## src/logic/RenamePkg.sv

```systemverilog
/*
 * Shared register counts and types for the rename block.
 * The free list holds physical registers 0 .. FREE_NUM-1 at reset, and
 * logical register r starts mapped to r + FREE_NUM.
 * LREG_NUM must be a whole multiple of FREE_NUM for the free list init walk.
 */

package RenamePkg;

    // Architectural registers
    localparam int LREG_NUM = 32;

    // Physical registers beyond the architectural set
    localparam int FREE_NUM = 32;

    localparam int PREG_NUM = LREG_NUM + FREE_NUM;

    // Issue queue depth, sets the wakeup pointer width
    localparam int IQ_NUM = 16;

    typedef logic [$clog2(LREG_NUM)-1:0] lRegT;

    typedef logic [$clog2(PREG_NUM)-1:0] pRegT;

    typedef logic [$clog2(IQ_NUM)-1:0] iqPtrT;

    // One map table entry
    // physReg is the current mapping, iqPtr the youngest producer's slot
    typedef struct packed {
        pRegT  physReg;
        iqPtrT iqPtr;
    } mapEntryT;

endpackage
```

## src/logic/RenameStage.sv

```systemverilog
/*
 * Rename stage top, one group of RENAME_WIDTH slots per cycle.
 * Outputs are combinational; a stalled caller must hold its inputs.
 * stall stays high until the map table init walk has finished.
 */

`timescale 1ns/1ps

module RenameStage #(
    parameter int RENAME_WIDTH  = 2,
    parameter int RELEASE_WIDTH = 2
) (
    input  logic              clk,
    input  logic              arstN,
    input  logic              renameValid  [RENAME_WIDTH],
    input  RenamePkg::lRegT   logSrcA      [RENAME_WIDTH],
    input  RenamePkg::lRegT   logSrcB      [RENAME_WIDTH],
    input  RenamePkg::lRegT   logDst       [RENAME_WIDTH],
    input  RenamePkg::iqPtrT  dstIqPtr     [RENAME_WIDTH],
    output RenamePkg::pRegT   physSrcA     [RENAME_WIDTH],
    output RenamePkg::pRegT   physSrcB     [RENAME_WIDTH],
    output RenamePkg::pRegT   physDst      [RENAME_WIDTH],
    output RenamePkg::pRegT   physPrevDst  [RENAME_WIDTH],
    output RenamePkg::iqPtrT  srcIqPtrA    [RENAME_WIDTH],
    output RenamePkg::iqPtrT  srcIqPtrB    [RENAME_WIDTH],
    output RenamePkg::iqPtrT  prevIqPtr    [RENAME_WIDTH],
    output logic              initDone,
    output logic              stall,
    input  logic              releaseValid [RELEASE_WIDTH],
    input  RenamePkg::pRegT   releasePhys  [RELEASE_WIDTH]
);
    import RenamePkg::*;

    logic mapWriteEn [RENAME_WIDTH];
    pRegT allocPhys  [RENAME_WIDTH];

    if (RENAME_WIDTH < 1 || RELEASE_WIDTH < 1) begin : gBadWidth
        $error("RENAME_WIDTH and RELEASE_WIDTH must both be at least 1");
    end

    // A stalled group writes nothing, so the map stays as it was
    always_comb begin
        for (int k = 0; k < RENAME_WIDTH; k++) begin
            mapWriteEn[k] = renameValid[k] && !stall;
            physDst[k]    = allocPhys[k];
        end
    end

    RegisterMapTable #(
        .RENAME_WIDTH (RENAME_WIDTH)
    ) mapTable (
        .clk         (clk),
        .arstN       (arstN),
        .writeEn     (mapWriteEn),
        .logSrcA     (logSrcA),
        .logSrcB     (logSrcB),
        .logDst      (logDst),
        .writePhys   (allocPhys),
        .writeIqPtr  (dstIqPtr),
        .physSrcA    (physSrcA),
        .physSrcB    (physSrcB),
        .physPrevDst (physPrevDst),
        .srcIqPtrA   (srcIqPtrA),
        .srcIqPtrB   (srcIqPtrB),
        .prevIqPtr   (prevIqPtr),
        .initDone    (initDone)
    );

    FreeList #(
        .RENAME_WIDTH  (RENAME_WIDTH),
        .RELEASE_WIDTH (RELEASE_WIDTH)
    ) freeList (
        .clk          (clk),
        .arstN        (arstN),
        .allocReq     (renameValid),
        .allocPhys    (allocPhys),
        .stall        (stall),
        .releaseValid (releaseValid),
        .releasePhys  (releasePhys),
        .initDone     (initDone)
    );

endmodule

```

## src/logic/FreeList.sv

```systemverilog
/*
 * Circular FIFO of free physical registers, full after reset.
 * Its storage is filled by an init walk on the tail pointer that runs until
 * initDone, so LREG_NUM must be a whole multiple of FREE_NUM.
 * Releases arriving before initDone are ignored.
 */

`timescale 1ns/1ps

module FreeList #(
    parameter int RENAME_WIDTH  = 2,
    parameter int RELEASE_WIDTH = 2
) (
    input  logic             clk,
    input  logic             arstN,
    input  logic             allocReq     [RENAME_WIDTH],
    output RenamePkg::pRegT  allocPhys    [RENAME_WIDTH],
    output logic             stall,
    input  logic             releaseValid [RELEASE_WIDTH],
    input  RenamePkg::pRegT  releasePhys  [RELEASE_WIDTH],
    input  logic             initDone
);
    import RenamePkg::*;

    localparam int IDX_W = $clog2(FREE_NUM);
    localparam int CNT_W = $clog2(FREE_NUM + 1);

    typedef logic [IDX_W-1:0] idxT;
    typedef logic [CNT_W-1:0] cntT;

    idxT head;
    idxT tail;
    cntT count;
    cntT reqCount;
    cntT popCount;
    cntT pushCount;

    idxT  readAddr  [RENAME_WIDTH];
    logic writeEn   [RELEASE_WIDTH];
    idxT  writeAddr [RELEASE_WIDTH];
    pRegT writeVal  [RELEASE_WIDTH];

    // Pointer step modulo FREE_NUM, which need not be a power of two
    function automatic idxT wrapAdd(idxT base, cntT offset);
        int sum;
        sum = int'(base) + int'(offset);
        if (sum >= FREE_NUM) begin
            sum = sum - FREE_NUM;
        end
        return idxT'(sum);
    endfunction

    MultiPortRegFile #(
        .entryT    (pRegT),
        .ENTRY_NUM (FREE_NUM),
        .READ_NUM  (RENAME_WIDTH),
        .WRITE_NUM (RELEASE_WIDTH)
    ) freeArray (
        .clk (clk),
        .we  (writeEn),
        .wa  (writeAddr),
        .wv  (writeVal),
        .ra  (readAddr),
        .rv  (allocPhys)
    );

    // Each valid slot takes the entry after those of the valid slots below it
    always_comb begin
        reqCount = '0;
        for (int k = 0; k < RENAME_WIDTH; k++) begin
            readAddr[k] = wrapAdd(head, reqCount);
            reqCount    = reqCount + cntT'(allocReq[k]);
        end
        stall    = !initDone || (count < reqCount);
        popCount = stall ? '0 : reqCount;
    end

    always_comb begin
        pushCount = '0;
        for (int j = 0; j < RELEASE_WIDTH; j++) begin
            writeEn[j]   = initDone && releaseValid[j];
            writeAddr[j] = wrapAdd(tail, pushCount);
            writeVal[j]  = releasePhys[j];
            pushCount    = pushCount + cntT'(writeEn[j]);
        end
        if (!initDone) begin
            // Slot i holds register i after the walk
            writeEn[0]   = 1'b1;
            writeAddr[0] = tail;
            writeVal[0]  = pRegT'(tail);
        end
    end

    always_ff @(posedge clk or negedge arstN) begin
        if (!arstN) begin
            head  <= '0;
            tail  <= '0;
            count <= cntT'(FREE_NUM);
        end else if (!initDone) begin
            tail <= wrapAdd(tail, cntT'(1));
        end else begin
            head  <= wrapAdd(head, popCount);
            tail  <= wrapAdd(tail, pushCount);
            count <= count - popCount + pushCount;
        end
    end

    // Commit must never release more registers than were allocated
    countInRange: assert property (
        @(posedge clk) disable iff (!arstN) count <= cntT'(FREE_NUM)
    ) else $error("Free list count above FREE_NUM");

endmodule

```

## src/logic/RegisterMapTable.sv

```systemverilog
/*
 * Logical to physical map with the wakeup pointer kept in the same entry.
 * After reset it walks all LREG_NUM entries, one per cycle, on write port 0.
 * writeEn must stay low until initDone. The youngest slot wins when
 * several slots of one group write the same logical register.
 */

`timescale 1ns/1ps

module RegisterMapTable #(
    parameter int RENAME_WIDTH = 2
) (
    input  logic              clk,
    input  logic              arstN,
    input  logic              writeEn     [RENAME_WIDTH],
    input  RenamePkg::lRegT   logSrcA     [RENAME_WIDTH],
    input  RenamePkg::lRegT   logSrcB     [RENAME_WIDTH],
    input  RenamePkg::lRegT   logDst      [RENAME_WIDTH],
    input  RenamePkg::pRegT   writePhys   [RENAME_WIDTH],
    input  RenamePkg::iqPtrT  writeIqPtr  [RENAME_WIDTH],
    output RenamePkg::pRegT   physSrcA    [RENAME_WIDTH],
    output RenamePkg::pRegT   physSrcB    [RENAME_WIDTH],
    output RenamePkg::pRegT   physPrevDst [RENAME_WIDTH],
    output RenamePkg::iqPtrT  srcIqPtrA   [RENAME_WIDTH],
    output RenamePkg::iqPtrT  srcIqPtrB   [RENAME_WIDTH],
    output RenamePkg::iqPtrT  prevIqPtr   [RENAME_WIDTH],
    output logic              initDone
);
    import RenamePkg::*;

    localparam int INIT_W = $clog2(LREG_NUM + 1);

    logic [INIT_W-1:0] initCount;
    logic              anyWriteEn;

    logic     mapWe [RENAME_WIDTH];
    lRegT     mapWa [RENAME_WIDTH];
    mapEntryT mapWv [RENAME_WIDTH];
    lRegT     mapRa [3 * RENAME_WIDTH];
    mapEntryT mapRv [3 * RENAME_WIDTH];

    MultiPortRegFile #(
        .entryT    (mapEntryT),
        .ENTRY_NUM (LREG_NUM),
        .READ_NUM  (3 * RENAME_WIDTH),
        .WRITE_NUM (RENAME_WIDTH)
    ) mapArray (
        .clk (clk),
        .we  (mapWe),
        .wa  (mapWa),
        .wv  (mapWv),
        .ra  (mapRa),
        .rv  (mapRv)
    );

    // Init walk, stops once every logical register has been written
    always_ff @(posedge clk or negedge arstN) begin
        if (!arstN) begin
            initCount <= '0;
        end else if (!initDone) begin
            initCount <= initCount + 1'b1;
        end
    end

    assign initDone = (initCount == INIT_W'(LREG_NUM));

    always_comb begin
        for (int i = 0; i < RENAME_WIDTH; i++) begin
            mapWe[i]         = 1'b0;
            mapWa[i]         = logDst[i];
            mapWv[i].physReg = writePhys[i];
            mapWv[i].iqPtr   = writeIqPtr[i];
        end
        if (!initDone) begin
            // Registers 0 .. FREE_NUM-1 sit in the free list, so start above them
            mapWe[0]         = 1'b1;
            mapWa[0]         = lRegT'(initCount);
            mapWv[0].physReg = pRegT'(initCount) + pRegT'(FREE_NUM);
            mapWv[0].iqPtr   = '0;
        end else begin
            for (int i = 0; i < RENAME_WIDTH; i++) begin
                mapWe[i] = writeEn[i];
                // Drop this write if a younger slot targets the same register
                for (int j = i + 1; j < RENAME_WIDTH; j++) begin
                    if (writeEn[j] && (logDst[j] == logDst[i])) begin
                        mapWe[i] = 1'b0;
                    end
                end
            end
        end
    end

    always_comb begin
        for (int i = 0; i < RENAME_WIDTH; i++) begin
            mapRa[3*i]     = logSrcA[i];
            mapRa[3*i + 1] = logSrcB[i];
            mapRa[3*i + 2] = logDst[i];

            physSrcA[i]    = mapRv[3*i].physReg;
            physSrcB[i]    = mapRv[3*i + 1].physReg;
            physPrevDst[i] = mapRv[3*i + 2].physReg;
            srcIqPtrA[i]   = mapRv[3*i].iqPtr;
            srcIqPtrB[i]   = mapRv[3*i + 1].iqPtr;
            prevIqPtr[i]   = mapRv[3*i + 2].iqPtr;

            // Older slots in the group override, the nearest one last
            for (int j = 0; j < i; j++) begin
                if (writeEn[j]) begin
                    if (logSrcA[i] == logDst[j]) begin
                        physSrcA[i]  = writePhys[j];
                        srcIqPtrA[i] = writeIqPtr[j];
                    end
                    if (logSrcB[i] == logDst[j]) begin
                        physSrcB[i]  = writePhys[j];
                        srcIqPtrB[i] = writeIqPtr[j];
                    end
                    if (logDst[i] == logDst[j]) begin
                        physPrevDst[i] = writePhys[j];
                        prevIqPtr[i]   = writeIqPtr[j];
                    end
                end
            end
        end
    end

    always_comb begin
        anyWriteEn = 1'b0;
        for (int i = 0; i < RENAME_WIDTH; i++) begin
            anyWriteEn = anyWriteEn | writeEn[i];
        end
    end

    // Rename writes would race the init walk on port 0
    noWriteDuringInit: assert property (
        @(posedge clk) disable iff (!arstN) !initDone |-> !anyWriteEn
    ) else $error("Rename write while the map table is initializing");

endmodule

```

## src/logic/MultiPortRegFile.sv

```systemverilog
/*
 * Flip-flop array with asynchronous read ports and clocked write ports.
 * The contents are undefined until written, since the array has no reset.
 * Addresses must stay below ENTRY_NUM. Same-address writes in one cycle
 * are an error and are caught by an assertion.
 */

`timescale 1ns/1ps

module MultiPortRegFile #(
    parameter type entryT    = logic,
    parameter int  ENTRY_NUM = 32,
    parameter int  READ_NUM  = 1,
    parameter int  WRITE_NUM = 1
) (
    input  logic                         clk,
    input  logic                         we [WRITE_NUM],
    input  logic [$clog2(ENTRY_NUM)-1:0] wa [WRITE_NUM],
    input  entryT                        wv [WRITE_NUM],
    input  logic [$clog2(ENTRY_NUM)-1:0] ra [READ_NUM],
    output entryT                        rv [READ_NUM]
);

    entryT mem [ENTRY_NUM];

    // Higher port numbers land last
    always_ff @(posedge clk) begin
        for (int i = 0; i < WRITE_NUM; i++) begin
            if (we[i]) begin
                mem[wa[i]] <= wv[i];
            end
        end
    end

    always_comb begin
        for (int i = 0; i < READ_NUM; i++) begin
            rv[i] = mem[ra[i]];
        end
    end

    // Callers are expected to resolve duplicate addresses themselves
    for (genvar i = 0; i < WRITE_NUM; i++) begin : gWritePortA
        for (genvar j = i + 1; j < WRITE_NUM; j++) begin : gWritePortB
            writeCollision: assert property (
                @(posedge clk) !(we[i] && we[j] && (wa[i] == wa[j]))
            ) else $error("Write ports %0d and %0d hit the same entry", i, j);
        end
    end

endmodule

```

## config.mk

```make
export PLATFORM = sky130hd
export DESIGN_NAME = RenameStage
export DESIGN_NICKNAME = d
export VERILOG_FILES = /design/src/logic/RenamePkg.sv /design/src/logic/RenameStage.sv /design/src/logic/FreeList.sv /design/src/logic/RegisterMapTable.sv /design/src/logic/MultiPortRegFile.sv
export SDC_FILE = /design/constraint.sdc
export NUM_CORES = 2
export LEC_CHECK = 0
export BUFFER_PORTS_ARGS = -buffer_cell sky130_fd_sc_hd__buf_2
export CORE_MARGIN = 2
export CORE_UTILIZATION = 58
export DETAILED_ROUTE_END_ITERATION = 7
export GPL_TIMING_DRIVEN = 0
export PLACE_DENSITY = 0.82
export SYNTH_ARGS = -nofsm -noshare
export SYNTH_HDL_FRONTEND = slang
export SYNTH_HIERARCHICAL = 1
export SYNTH_SLANG_ARGS = --single-unit
export TNS_END_PERCENT = 50
```

## constraint.sdc

```tcl
create_clock -name clk -period 3.72 [get_ports clk]
set_clock_uncertainty 0.1 [all_clocks]
set_input_delay 0.372 -clock clk [delete_from_list [all_inputs] [get_ports clk]]
set_output_delay 0.372 -clock clk [all_outputs]
set_load 0.05 [all_outputs]
```

==> results by group, run 1 <==
Die
  • Chip height: 282 um
  • Die W: 282 um
  • Site Rows: 102
  • I/O pins: 130
  • Initial Util: 58.2%

Placed design
  • Worst slack at placement: -1.83 ns
  • Final HPWL DP: 183 mm
  • Buffers on Ports: 127
  • Placer Congestion: 1.20

Clock tree
  • Clock Root Buffer: clkbuf_16
  • Clk sinks: 534
  • Total CTS buffers: 58
  • Clock Tree Buf Depth: 3
  • Max H-tree Level: 2

Synth
  • Cells after Synth: 3883
  • Primary FF master, synth: edfxtp_1
  • Seq cells post-synth: 534
  • Post-synth cell types: 61
  • Mapped Area: 44900 um2
  • Post-synth net total: 3965
  • Post-synth ARST share: 4.12%
  • Number of warning messages in the yosys log: 6
  • Seq/Total Area, Yosys: 35.5%
  • Mean area per synthesized cell: 11.6 um2
  • Post-synth EDFFs: 512

Global routing
  • Total global-route track usage: 78.0%
  • Largest net degree at the start of global routing: 23
  • Total gr overflow: 108
  • Number of antenna violations at the first check in global routing: 54

Timing
  • Worst ep type: primary output
  • Worst EP post-GRT repair: physDst[3]

Run status
  • Halt Reason: [ERROR GRT-0232] Routing congestion too high. Check the congestion heatmap in the GUI.
  • Stopped at: global routing
  • Run status: stopped before the end
==> stage by stage <==
step                      cell area, um2  util, %  cells
after floorplan                    45000        -   3883
after global placement             46900     60.8   5050
after detailed placement           47000     60.9   5058
after CTS                          50800     65.9   5221
==> cell usage after synthesis, types with 8 or more instances <==
cell | instances | share of area [%]
mux4_2 | 113 | 5.7
nor2_1 | 34 | 0.28
a21oi_1 | 127 | 1.4
buf_2 | 76 | 0.85
xor2_1 | 13 | 0.25
nand2b_1 | 17 | 0.24
dfrtp_1 | 21 | 1.2
a21o_1 | 8 | 0.13
buf_4 | 79 | 1.3
o22ai_1 | 32 | 0.45
nand3b_1 | 15 | 0.25
ha_1 | 22 | 0.61
a31oi_1 | 60 | 0.84
nand2_1 | 176 | 1.5
edfxtp_1 | 512 | 34
buf_1 | 45 | 0.38
and2_1 | 14 | 0.20
clkbuf_1 | 191 | 1.6
xnor2_1 | 22 | 0.43
nand3_1 | 137 | 1.5
mux2_2 | 553 | 14
nor2_8 | 8 | 0.36
nand4_1 | 60 | 0.84
mux2i_1 | 962 | 21
nor2_2 | 8 | 0.11
nor3_1 | 62 | 0.69
nor2b_1 | 15 | 0.21
a22oi_1 | 240 | 4.0
inv_1 | 20 | 0.17
buf_6 | 10 | 0.25
a22o_1 | 120 | 2.3
o21ai_0 | 35 | 0.39
==> routing by layer <==
| layer | GRT usage [%] | overflow |
|---|---|---|
| met1 | 80.8 | 0 |
| met2 | 90.9 | 45 |
| met3 | 66.1 | 1 |
| met4 | 72.1 | 62 |
| met5 | 36.0 | 0 |
==> what timing repair did <==
action	in CTS
resized for setup	367
cloned	3
setup buffers	54
setup endpoints to repair	1085
hold buffers	1
pin swaps	16
endpoints found under the hold margin	22
==> kinds of logic after synthesis <==
family / after synthesis / share of synthesized area, %
fa+ha+maj: 26 / 0.792
compound gates: 627 / 9.68
simple gates: 593 / 7.11
buf+inv: 425 / 4.65
mux: 1643 / 41.6
xor+xnor: 35 / 0.683
flops: 534 / 35.5
==> run 2, diff against run 1 <==
--- a/config.mk
+++ b/config.mk
@@ -7,10 +7,10 @@
 export LEC_CHECK = 0
 export BUFFER_PORTS_ARGS = -buffer_cell sky130_fd_sc_hd__buf_2
 export CORE_MARGIN = 2
-export CORE_UTILIZATION = 58
+export CORE_UTILIZATION = 40
 export DETAILED_ROUTE_END_ITERATION = 7
 export GPL_TIMING_DRIVEN = 0
-export PLACE_DENSITY = 0.82
+export PLACE_DENSITY_LB_ADDON = 0.15
 export SYNTH_ARGS = -nofsm -noshare
 export SYNTH_HDL_FRONTEND = slang
 export SYNTH_HIERARCHICAL = 1
==> constraint.sdc (replaced) <==
create_clock -name clk -period 4.85 [get_ports clk]
set_clock_uncertainty 0.1 [all_clocks]
set_input_delay 0.485 -clock clk [delete_from_list [all_inputs] [get_ports clk]]
set_output_delay 0.485 -clock clk [all_outputs]
set_load 0.05 [all_outputs]
==> results by group, run 2 <==
Timing
  • Final hold violation count: 0
  • Slew @ Worst Pin: 1.63 ns
  • RSZ-0062 raised after global routing: true
  • Worst Setup Slack, final: -0.0770 ns
  • Crit path time final: 4.93 ns
  • Final setup violation count: 2
  • Setup TNS: -0.113 ns
  • Rel. slew slack: -8.93%
  • Max-slew violation count: 29
  • Fin crit share: 102%
  • FMAX: 203 MHz
  • Min Hold Slack: 0.0939 ns

Route
  • Drt first pass iters: 8
  • # DRC: 0
  • Antenna Nets Post-Route: 0
  • Via count: 38600
  • Initial DRC count: 5614
  • Final WL: 252 mm
  • DR vias/cell: 6.83
  • Wire per inst: 44.6 um

Setup path
  • Top cell by count, worst path: buf_2
  • Worst EP arrival: 4.34 ns
  • Worst setup SP type: input pin
  • Crit-path max FO: 10
  • WP data required: 4.26 ns
  • CP Capture Type: primary output
  • Crit Path Category: in2out
  • Worst r2r src: mapTable/initCount[2]
  • Slowest stage cell on the critical path: nor2b_1
  • R2r setup slk: 0.06 ns
  • Setup crit end: physPrevDst[6]
  • RR Endpoint: mapTable/mapArray/mem[8][1]
  • R2r worst-path depth: 12
  • Critical-path cell list: buf_2 -> nor2b_1 -> buf_2 -> a22o_1 -> nor3_1 -> a31oi_1 -> nand3_1 -> buf_2
  • Max stage delay on crit path: 1.15 ns
  • Start point of the critical path: logDst[7]

Synth
  • Post-synth ARST share: 4.12%
  • Most frequent cells after synthesis: mux2i_1, mux2_2, edfxtp_1, a22oi_1, clkbuf_1
  • Primary FF master, synth: edfxtp_1
  • Most common cell in the netlist: mux2i_1
  • Seq/Total Area, Yosys: 35.5%
  • Yosys top cell by area: edfxtp_1
  • Area contributors post-synth: edfxtp_1, mux2i_1, mux2_2
  • Post-synth cell types: 61
  • Seq cells post-synth: 534
  • Post-synth EDFFs: 512
  • Mapped Area: 44900 um2
  • Area share of the largest cell type after synthesis: 34.2%
  • Number of warning messages in the yosys log: 6
  • Mean area per synthesized cell: 11.6 um2
  • Post-synth net total: 3965
  • Cells after Synth: 3883

Placed design
  • Final HPWL DP: 198 mm
  • Cell Area, Placed: 47500 um2
  • Placer Congestion: 1.15
  • Buffers on Ports: 127
  • DP Cell Count: 5509
  • Worst slack at placement: -1.71 ns

Clock tree
  • Total CTS buffers: 67
  • CTS tree: done
  • Max H-tree Level: 3
  • Clk sinks: 534
  • Clock Root Buffer: clkbuf_16
  • Clock Latency Late Sink: 0.66 ns
  • Clock transition at path regs: 0.06 ns
  • Clock Tree Buf Depth: 3

Final layout
  • Share of layout cells above drive strength 1: 28.4%
  • Most frequent cells in the layout: mux2i_1, mux2_2, edfxtp_1, a22oi_1, buf_2
  • Final Core Density: 45.1%
  • Final net count: 4178
  • Max FFs per register: 320
  • Commonest non-fill, non-tap cell in the layout: mux2i_1
  • Non-Filler Instances: 5653
  • Final instance area: 50000 um2
  • P&R area growth vs syn: 11.4%

Global routing
  • Total gr overflow: 0
  • Total global-route track usage: 42.6%
  • First-pass GRT wire length: 332 mm
  • Largest net degree at the start of global routing: 23
  • Number of antenna violations at the first check in global routing: 22
  • Vias in the first global route: 37000

Die
  • I/O pins: 130
  • DIE AREA: 115000 um2
  • Site Rows: 122
  • CORE AREA: 111000 um2
  • Die W: 339 um
  • Chip height: 339 um
  • Initial Util: 40.5%

Job
  • Max Cap Viol: 3

Power
  • Pwr Total: 26.7 mW
  • Power Dens Cells: 534 nW/um2
  • Max VDD drop: 778 uV
  • Leakage: 19.3 nW

Run status
  • Failing checks: capacitance limit, slew limit, setup timing
  • Run status: complete, but fails checks

Min path
  • Min-Delay Path Class: in2reg
-- run 2: cell counts after synthesis --
No cell type changed its count.
-- run 2: cell type report --
| type | count | area [um2] |
|---|---|---|
| Clock buffer | 83 | 1770 |
| Fill cell | 10600 | 61000 |
| Clock inverter | 35 | 310 |
| Timing Repair Buffer | 145 | 813 |
| Tap cell | 1488 | 1860 |
| Inverter | 21 | 78.8 |
| Sequential cell | 534 | 15900 |
| Multi-Input combinational cell | 2924 | 27200 |
| Antenna cell | 20 | 50.0 |
| Buffer | 403 | 2030 |
-- run 2: how the worst min path moves through the flow --
stage | slack (ns) | end | startpoint | depth (start not counted)
finish | 0.09 | freeList/freeArray/mem[12][1] | releasePhys[1] | 2
global route | 0.11 | freeList/freeArray/mem[12][2] | releasePhys[2] | 2
CTS | 0.07 | freeList/freeArray/mem[12][1] | releasePhys[1] | 2
detailed placement | 0.38 | freeList/count[5] | freeList/count[5] | 2
global placement | 0.38 | freeList/count[5] | freeList/count[5] | 2
floorplan | 0.09 | freeList/count[0] | arstN | 0
-- run 2: cells by family (layout without fill, tap and decap cells) --
kind of cell / after synthesis / after routing / share of synthesized area, %
buf+inv: 425 / 687 / 4.65
mux: 1643 / 1643 / 41.6
compound gates: 627 / 627 / 9.68
flops: 534 / 534 / 35.5
fa+ha+maj: 26 / 26 / 0.792
simple gates: 593 / 593 / 7.11
other cells: 0 / 20 / 0
xor+xnor: 35 / 35 / 0.683
-- run 2: critical path, delay by kind of cell --
| family | cells | cell delay (ns) |
|---|---|---|
| compound gates | 2 | 1.01 |
| simple gates | 3 | 1.65 |
| buf+inv | 3 | 1.17 |
-- run 2: repair_timing --
action,CTS,global route
buffers inserted,5,1
pin swaps,2,1
cloned,0,0
resized for setup,67,20
hold buffers,1,0
endpoints found under the hold margin,21,0
endpoints found under the setup margin,659,106
-- run 2: power by group --
part / internal [mW] / switching [mW] / total [mW]
combinational: 4.88 / 10.2 / 15.1
sequential: 6.23 / 0.493 / 6.72
clock: 2.73 / 2.16 / 4.89
total: 13.8 / 12.9 / 26.7
-- run 2: layer usage --
metal	wire, um	vias up	part of all wire, %	global-route usage, %
li1	-	15800	-	-
met1	93200	19600	37	50.2
met2	112000	2538	44	65.6
met3	26400	647	10	13.7
met4	20600	16	8.2	30.0
met5	127	-	0.050	0
Power figures use the tool's default switching activity.
